===== config.mk =====
export PLATFORM = sky130hd
export DESIGN_NAME = sync_fsm
export DESIGN_NICKNAME = d
export VERILOG_FILES = /design/src/design/vga_pkg.sv /design/src/design/sync_fsm.sv
export VERILOG_INCLUDE_DIRS = /design/src /design/src/design
export SDC_FILE = /design/constraint.sdc
export NUM_CORES = 1
export LEC_CHECK = 0
export BUFFER_PORTS_ARGS = -buffer_cell sky130_fd_sc_hd__buf_2
export CAP_MARGIN = 40
export CORE_UTILIZATION = 25
export DETAILED_ROUTE_END_ITERATION = 8
export GPL_TIMING_DRIVEN = 0
export PLACE_DENSITY = 0.42
export REMOVE_ABC_BUFFERS = 1
export SLEW_MARGIN = 40
export SYNTH_ARGS = -nofsm -noshare
export SYNTH_HDL_FRONTEND = slang
export SYNTH_SLANG_ARGS = --single-unit
export TNS_END_PERCENT = 20

===== constraint.sdc =====
create_clock -name clk -period 1.9 [get_ports clk]
set_input_delay 0.38 -clock clk [delete_from_list [all_inputs] [get_ports clk]]
set_output_delay 0.38 -clock clk [all_outputs]
set_load 0.1 [all_outputs]

===== src/design/vga_timing_cfg.svh =====
`ifndef VGA_TIMING_CFG_SVH
`define VGA_TIMING_CFG_SVH

// 640x480 at 60 Hz, 25.175 MHz nominal pixel rate

// Horizontal phase lengths, in pixels
`define H_DISPLAY 640
`define H_PULSE   96
`define H_BACK    48
`define H_FRONT   16

// Vertical phase lengths, in lines
`define V_DISPLAY 480
`define V_PULSE   2
`define V_BACK    33
`define V_FRONT   10

// Counter widths, wide enough for the longest phase
`define H_BITS 10
`define V_BITS 10

// Colour bar geometry
`define BAR_WIDTH 80  // Eight bars across the visible line

`endif


===== src/design/vga_pkg.sv =====
`include "vga_timing_cfg.svh"

package vga_pkg;

    // Phase order follows the sync line itself. The pulse comes first so that
    // reset lands at the start of a line.
    typedef enum logic [1:0] {
        PH_PULSE   = 2'b00,  // Sync pulse
        PH_BACK    = 2'b01,  // Back porch
        PH_DISPLAY = 2'b10,  // Visible region
        PH_FRONT   = 2'b11   // Front porch
    } sync_phase_t;

    // Position inside the current phase
    typedef logic [`H_BITS-1:0] h_pos_t;
    typedef logic [`V_BITS-1:0] v_pos_t;

    // One bit per channel, enough for the eight bar colours
    typedef struct packed {
        logic r;
        logic g;
        logic b;
    } rgb_t;

    // Bar number, wraps after eight bars
    typedef logic [2:0] bar_index_t;

endpackage


===== src/design/sync_fsm.sv =====
`timescale 1ns/1ns

// One axis of VGA timing. The same machine counts pixels in a line or lines
// in a frame, depending on its parameters and the enable it is given.
module sync_fsm #(
    parameter int PULSE   = 96,   // Sync pulse length
    parameter int BACK    = 48,   // Back porch length
    parameter int DISPLAY = 640,  // Visible length
    parameter int FRONT   = 16,   // Front porch length
    parameter int BITS    = 10    // Counter width
) (
    input  logic                 clk,
    input  logic                 reset,
    input  logic                 enable,
    output vga_pkg::sync_phase_t phase,
    output logic [BITS-1:0]      position,
    output logic                 last
);
    import vga_pkg::*;

    sync_phase_t     state;
    sync_phase_t     next_state;
    logic [BITS-1:0] count;
    logic [BITS-1:0] phase_end;  // Final count of the current phase
    logic            at_end;

    // Length of the current phase and the phase that follows it
    always_comb begin
        unique case (state)
            PH_PULSE: begin
                phase_end  = BITS'(PULSE - 1);
                next_state = PH_BACK;
            end
            PH_BACK: begin
                phase_end  = BITS'(BACK - 1);
                next_state = PH_DISPLAY;
            end
            PH_DISPLAY: begin
                phase_end  = BITS'(DISPLAY - 1);
                next_state = PH_FRONT;
            end
            PH_FRONT: begin
                phase_end  = BITS'(FRONT - 1);
                next_state = PH_PULSE;
            end
            default: begin
                phase_end  = BITS'(PULSE - 1);
                next_state = PH_PULSE;
            end
        endcase
    end

    assign at_end = (count == phase_end);

    // Phase register and phase counter step together
    always_ff @(posedge clk or posedge reset) begin
        if (reset) begin
            state <= PH_PULSE;
            count <= '0;
        end else if (enable) begin
            if (at_end) begin
                state <= next_state;
                count <= '0;  // Each phase counts from zero
            end else begin
                count <= count + 1'b1;
            end
        end
    end

    assign phase = state;

    // Position is only meaningful while visible
    assign position = (state == PH_DISPLAY) ? count : '0;

    // One enabled cycle at the very end of the period
    assign last = enable && (state == PH_FRONT) && at_end;

endmodule


# Word-level counts from Yosys, hierarchy flattened
# Cells that the tools add are included.
[op_classes]
n_eq_ne = 4
n_mux = 4
n_addsub = 1
n_reduce_logical = 4
[ops]
columns = ["operator", "count"]
rows = [
  ["$pmux W10 S4", 1],
  ["$mux W10", 2],
  ["$add A10 B1 Y10 const B", 1],
  ["$eq A10 B10 Y1", 1],
  ["$pmux W2 S4", 1],
  ["$eq A2 B2 Y1 const B", 2],
  ["$eq A2 B1 Y1 const B", 1],
  ["$logic_and A1 B1 Y1", 2],
  ["$logic_not A2 Y1", 1],
  ["$reduce_and A2 Y1", 1],
]
[totals]
ff_bits = 12
output_inout_bits = 13
wordCells = 15
in_bits = 3

# Logic depth before layout (Yosys ltp)
# Gate-level depths: netlist (run 1).
[logic_depth]
depth_word = 4
depth_mapped = 7
depth_no_buf = 6

# Least setup slack after synthesis (run 1)
# OpenSTA, ideal clock, no wires.
[synth_timing]
path_kind = "register to output"
start = "register state[0] (netlist: phase[0])"
end = "output port last"
setup_slack_ns = -1.857
stages_incl_launch_ff = 7
n_path_buf = 0
required_ns = 1.520
arrival_time_ns = 3.377
cell_sequence = "dfrtp_1 -> inv_1 -> ha_1 -> or4_1 -> o21ai_2 -> nand4_1 -> nor2_1"
[synth_via]
elab_chain_cells = 4
elab_cells_between_ends = 8
classes_between = "eq/ne (4); mux (1); reduce/logical (3)"
[synth_rtl]
columns = ["element", "line_no", "source"]
rows = [
  ["from (decl)", "sync_fsm.sv:21", "sync_phase_t state;"],
  ["from (signal assigned)", "sync_fsm.sv:62", "state <= next_state;"],
  ["$eq A2 B2 Y1 (tied with other cells)", "sync_fsm.sv:29, sync_fsm.sv:76", ""],
  ["$pmux W10 S4", "sync_fsm.sv:29", "unique case (state)"],
  ["$eq A10 B10 Y1", "sync_fsm.sv:53", "assign at_end = (count == phase_end);"],
  ["$logic_and A1 B1 Y1 *", "sync_fsm.sv:76", "assign last = enable && (state == PH_FRONT) && at_end;"],
  ["to (decl)", "sync_fsm.sv:17", "output logic last"],
]
# Every way passes the cells marked *; elsewhere a longest branch is shown, timed or not. The select of a mux whose other input is x is not followed.

# Final worst setup path (run 1)
[layout_timing]
start = "register state[1] (netlist: phase[1])"
end = "output port last"
# The elaborated chain is that of the path after synthesis.

==> metrics.md, run 1 <==
| Metric | Value |
|---|---|
| All-Layer GR Usage | `11.2%` |
| Dpl cells | `125` |
| CP max FO | `5` |
| First-pass GRT wire length | `2770 um` |
| Share of cells above drive strength 1 | `36.5%` |
| CP startpoint kind | `flop` |
| DR iter-0 viols | `14` |
| Worst reg2reg path endpoint | `phase[1]` |
| Final TNS setup | `-0.758 ns` |
| Num ports | `16` |
| Yosys reg bits | `12` |
| Clk sinks | `12` |
| Arr. time, crit path | `1.96 ns` |
| Total Power | `0.00132 W` |
| Die footprint | `3340 sq um` |
| Clk Latency, worst-skew pair | `0.28 ns` |
| Synth top area share | `38.6%` |
| Placer congestion estimate | `0.722` |
| Kind of end point of the critical path | `output pin` |
| Pin count of the biggest net entering global routing | `13` |
| RSZ-0062 raised after global routing | `yes` |
| Syn Area/Cell | `9.48 sq um` |
| Clk slew on worst S/H paths | `0.09 ns` |
| CTS tree | `yes` |
| Pwr/cell area | `1270 nW/um^2` |
| H-tree levels | `1` |
| Fill count | `316` |
| R2R depth | `6` |
| Max clock buf depth | `2` |
| Slew Viols, Final | `0` |
| Area leader, netlist | `dfrtp_1` |
| Crit share post-route | `123%` |
| CTS Buf Count | `3` |
| Detailed-route DRC error count | `2` |
| Crit Path Class | `flop to output pin` |
| R2r setup slk | `-0.23 ns` |
| Antenna diodes | `0` |
| Post-DR vias/cell | `4.59` |
| Slew HR | `64.2%` |
| Post-Synthesis Cell Area | `777 sq um` |
| Final Util | `36.6%` |
| Final worst setup slack | `-0.442 ns` |
| Clk Tree Root Cell | `clkbuf_4` |
| Hpwl dp | `1130 um` |
| Routed length per instance | `12.2 um` |
| Initial antenna violation count | `0` |
| Fmax | `0.427 GHz` |
| Initial Util | `27.2%` |
| Total wire length | `1650 um` |
| Vias post-DR | `619` |
| Routed Antenna Nets | `0` |
| Status | `finished, violations left` |
| Final hold slack | `0.123 ns` |
| Reg2reg start | `phase[1]` |
| Cells after Synth | `82` |
| Nets | `113` |
| Sequential cell area fraction in the yosys report | `38.6%` |
| Buffers added on ports | `15` |
| Worst hold path class | `input pin to asynchronous set/reset pin` |
| Gr ovfl total | `0` |
| Die width | `57.8 um` |
| Final non-filler cell total | `135` |
| Syn. warnings | `0` |
| Max Cap Violations | `0` |
| # setup viols final | `3` |
| Lkg Pwr | `0.481 nW` |
| Synth unique cells | `25` |
| Die height | `57.8 um` |
| VDD IR max | `0.00106 V` |
| Final-report hold violation count | `0` |
| Minimum clock period | `2.34 ns` |
| Failing checks | `DRC, setup timing` |
| First-pass DRT Iterations | `6` |
| Core Rows | `19` |
| Ranking of synthesized cells by area | `dfrtp_1 (39%), ha_1 (8.1%), and2_1 (7.2%)` |
| CP Data Required Time | `1.52 ns` |
| Worst-Margin Slew | `0.536 ns` |
| Vias in the first global route | `592` |
| Area delta synth->final | `34.5%` |
| Core Region | `2850 sq um` |
| Final Skew | `0.00382 ns` |
==> state kept, by name, summed over array words and instances, names as in the netlist <==
register,cells
count,10
phase,2
==> worst max path at each step <==
stage              from   end  slack (ns)
6_report       phase[1]  last       -0.44
5_1_grt        phase[1]  last       -0.52
4_1_cts        phase[1]  last       -0.48
3_5_place_dp   phase[0]  last       -0.49
3_3_place_gp   phase[0]  last       -0.47
2_1_floorplan  phase[0]  last       -1.86
==> critical path: stages, from the launching register on <==
cell and delay, ns:
dfrtp_2 0.45, ha_4 0.18, or4_4 0.50, o21ai_2 0.08
nand4_1 0.10, nor2_1 0.13, buf_6 0.24
==> layer usage <==
metal	part of all wire [%]	vias up	wire, um	GRT usage [%]
li1	-	311	-	-
met4	1.6	0	27	5.10
met3	4.5	4	74	3.13
met2	46	13	755	17.6
met5	0	-	0	0
met1	48	291	795	14.4
==> power by group <==
| part | total [W] | leakage, nW | internal, W | switching (W) |
|---|---|---|---|---|
| registers | 0.000466 | 0.150 | 0.000343 | 0.000123 |
| logic | 0.000641 | 0.310 | 0.000263 | 0.000378 |
| clock network | 0.000215 | 0.0210 | 0.000117 | 0.0000988 |
==> area by class of cell <==
type | count | area [sq um] | share of cell area, %
multi-input cells | 60 | 453 | 43.4
flip-flops and latches | 12 | 302 | 28.9
repair buffers | 21 | 189 | 18.1
well taps | 31 | 38.8 | 3.71
clock buffers | 4 | 36.3 | 3.47
inverters | 7 | 26.3 | 2.51
==> through the flow <==
step	worst slack (ns)	instance area [sq um]
after floorplan	-1.86	757
after global placement	-0.472	871
after detailed placement	-0.487	871
after CTS	-0.477	1010
after global routing	-0.521	1040
final	-0.442	1040
==> synth_stat cells (all sizes together) <==
cell,count
nand4,4
o21ai,1
xnor2,5
dfrtp,12
buf,1
xor2,5
ha,5
o22ai,1
nand2,7
mux2i,1
a31oi,1
mux2,2
nor4,1
or4,1
and3,3
and2,10
nor2,11
nor4b,1
inv,7
and4,1
clkbuf,2
==> repair_timing <==
action | in CTS | in global routing
pin swaps | 3 | 3
gates resized for setup | 27 | 3
setup endpoints to repair | 19 | 20
hold endpoints to repair | 0 | 0
hold buffers | 0 | 0
buffers inserted | 3 | 3
cloned | 0 | 0
==> cell usage in the layout, fill, tap and decap left out, types with 4 or more instances in the layout <==
master / synthesis / final
nor2_1: 11 / 10
and2_1: 9 / 9
nand4_1: 4 / 4
buf_4: 0 / 6
nand2_1: 7 / 7
buf_2: 0 / 4
dfrtp_1: 12 / 11
inv_1: 7 / 6
buf_6: 1 / 11
xor2_1: 5 / 5
xnor2_1: 5 / 5
==> logic make-up after synthesis <==
family	count (synthesis)	share of synthesized area, %
xor gates and xnor gates	10	11.3
AOI/OAI and AO/OA	3	2.74
adders and majority gates	5	8.05
and+or+nand+nor	39	28.7
buffers and inverters	10	5.96
DFF	12	38.6
muxes	3	4.67
(Power assumes the default switching activity.)
==> run 2: changes to the inputs <==
- CORE_ASPECT_RATIO: unset -> 0.8
==> metrics.md, run 2 (synthesis results as in run 1) <==
| Metric | Value |
|---|---|
| Final TNS setup | `-0.728 ns (was -0.758 ns)` |
| CP Data Required Time | `1.52 ns (about the same)` |
| Pin count of the biggest net entering global routing | `13 (unchanged)` |
| H-tree levels | `1 (unchanged)` |
| Antenna diodes | `0 (unchanged)` |
| Final Skew | `0.00349 ns (was 0.00382 ns)` |
| Sequential fraction of design power | `31.4% (was 35.2%)` |
| Bufs and invs on worst path | `2 (was 1)` |
| Total wire length | `1720 um (was 1650 um)` |
| Worst-Margin Slew | `0.480 ns (was 0.536 ns)` |
| Fmax | `0.435 GHz (was 0.427 GHz)` |
| CP max FO | `3 (was 5)` |
| Commonest non-fill, non-tap cell in the layout | `dfrtp_1` |
| All-Layer GR Usage | `11.3% (was 11.2%)` |
| Core Region | `2850 sq um (about the same)` |
| Kind of cell adding the most delay to the critical path | `simple AND/OR/NAND/NOR gates (unchanged)` |
| Num ports | `16 (unchanged)` |
| RSZ-0062 raised after global routing | `yes (unchanged)` |
| Vias post-DR | `621 (was 619)` |
| Initial Util | `27.3% (was 27.2%)` |
| Die width | `64.3 um (was 57.8 um)` |
| Minimum clock period | `2.30 ns (was 2.34 ns)` |
| Post-DR vias/cell | `4.31 (was 4.59)` |
| Initial antenna violation count | `0 (unchanged)` |
| Hpwl dp | `1160 um (was 1130 um)` |
| Crit share post-route | `121% (was 123%)` |
| First-pass DRT Iterations | `4 (was 6)` |
| Clk sinks | `12 (unchanged)` |
| Arr. time, crit path | `1.92 ns (was 1.96 ns)` |
| Share of cells above drive strength 1 | `37.7% (was 36.5%)` |
| Die footprint | `3340 sq um (about the same)` |
| Detailed-route DRC error count | `0 (was 2)` |
| Switch share | `43.0% (was 45.4%)` |
| CP startpoint kind | `flop (unchanged)` |
| Top reg by flops | `count (unchanged)` |
| Pwr/cell area | `1340 nW/um^2 (was 1270 nW/um^2)` |
| Max Cap Violations | `0 (unchanged)` |
| Worst path max stage delay | `0.41 ns (was 0.50 ns)` |
| Core Rows | `17 (was 19)` |
| Routed Antenna Nets | `0 (unchanged)` |
| P_int | `0.000838 W (was 0.000722 W)` |
| Number of flip-flops in the largest register | `10 (unchanged)` |
| Switch Pwr | `0.000633 W (was 0.000600 W)` |
| Nets | `115 (was 113)` |
| Area delta synth->final | `41.7% (was 34.5%)` |
| Die height | `51.9 um (was 57.8 um)` |
| CTS Buf Count | `3 (unchanged)` |
| Combinational power share | `49.6% (was 48.5%)` |
| Worst hold path class | `input pin to asynchronous set/reset pin (unchanged)` |
| Slowest CP cell | `dfrtp_2 (was or4_4)` |
| Total Power | `0.00147 W (was 0.00132 W)` |
| Lkg Pwr | `0.503 nW (was 0.481 nW)` |
| Final worst setup slack | `-0.396 ns (was -0.442 ns)` |
| # setup viols final | `3 (unchanged)` |
| DR iter-0 viols | `19 (was 14)` |
| Slew HR | `68.0% (was 64.2%)` |
| Clk Tree Root Cell | `clkbuf_8 (was clkbuf_4)` |
| Clk Latency, worst-skew pair | `0.24 ns (was 0.28 ns)` |
| VDD IR max | `0.000794 V (was 0.00106 V)` |
| Clock power share | `19.0% (was 16.3%)` |
| Routed length per instance | `11.9 um (was 12.2 um)` |
| Most frequent cells in the layout | `dfrtp_1 (11), nor2_1 (10), buf_6 (10), and2_1 (9), buf_4 (8) (was dfrtp_1 (11), buf_6 (11), nor2_1 (10), and2_1 (9), nand2_1 (7))` |
| Gr ovfl total | `0 (unchanged)` |
| Clk slew on worst S/H paths | `0.05 ns (was 0.09 ns)` |
| Worst path cell trace | `buf_4, ha_4, or4_4, o21ai_2, nand4_1, nor2_1, buf_6 (was ha_4, or4_4, o21ai_2, nand4_1, nor2_1, buf_6)` |
| Placer congestion estimate | `0.707 (was 0.722)` |
| Buffers added on ports | `15 (unchanged)` |
| First-pass GRT wire length | `2720 um (was 2770 um)` |
| Crit Path Class | `flop to output pin (unchanged)` |
| CTS tree | `yes (unchanged)` |
| Status | `finished, violations left (unchanged)` |
| Kind of end point of the critical path | `output pin (unchanged)` |
| Final-report hold violation count | `0 (unchanged)` |
| Vias in the first global route | `589 (was 592)` |
| Max clock buf depth | `2 (unchanged)` |
| Slew Viols, Final | `0 (unchanged)` |
| Failing checks | `setup timing (was DRC, setup timing)` |
[run 2: path summary, 6_finish.rpt]
| path | start | to | slack [ns] | cells past startpoint |
|---|---|---|---|---|
| setup reg to reg | phase[1] | phase[1] | -0.23 | 7 |
| max in group asynchronous | reset | phase[1] | 1.40 | 2 |
| setup / recovery | phase[1] | last | -0.40 | 7 |
| min in group clk | enable | count[1] | 0.45 | 2 |
| hold / removal | reset | count[8] | 0.15 | 2 |
| hold reg to reg | count[2] | count[2] | 0.56 | 1 |
[run 2: timing repair]
item | in CTS | in global routing
pin swaps | 3 | 4
hold buffers | 0 | 0
gates resized for setup | 18 | 14
setup buffers | 5 | 3
endpoints found under the setup margin | 19 | 19
[run 2: worst reg2reg max path: stages, from the launching register on]
cell and delay (ns):
dfrtp_2 0.41, buf_4 0.15, ha_4 0.16, or4_4 0.41, o21ai_2 0.08, buf_4 0.13, and4_2 0.36, mux2_4 0.32
[run 2: cell type report]
cell class,count,area [sq um]
multi-input cells,60,463
well taps,38,47.5
fillers,290,1750
clock buffers,4,55.1
flip-flops and latches,12,302
repair buffers,23,208
inverters,7,26.3
[run 2: per-stage QoR]
step                      setup slack, ns  utilization [%]  instance area (sq um)  hold slack [ns]  std cells
after floorplan                     -1.86                -                    757            0.245         79
after global placement             -0.463             30.9                    880            0.433        132
after detailed placement           -0.497             30.9                    880            0.435        132
after CTS                          -0.432             35.9                   1020            0.170        141
after global routing               -0.493             38.6                   1100            0.183        144
final                              -0.396             38.6                   1100            0.147        144
[run 2: power groups by stage]
stage / logic [W] / registers (W) / clock network, W
after floorplan: 0.000316 / 0.000576 / 0
after global placement: 0.000535 / 0.000469 / 0
after detailed placement: 0.000543 / 0.000469 / 0
after CTS: 0.000642 / 0.000466 / 0.000288
after global routing: 0.000803 / 0.000478 / 0.000297
final: 0.000730 / 0.000462 / 0.000279
[run 2: per-layer routing]
metal	GRT usage, %	wire length, um
met1	15.4	891
met2	16.1	736
met3	3.95	79
met4	4.44	12
met5	0	0
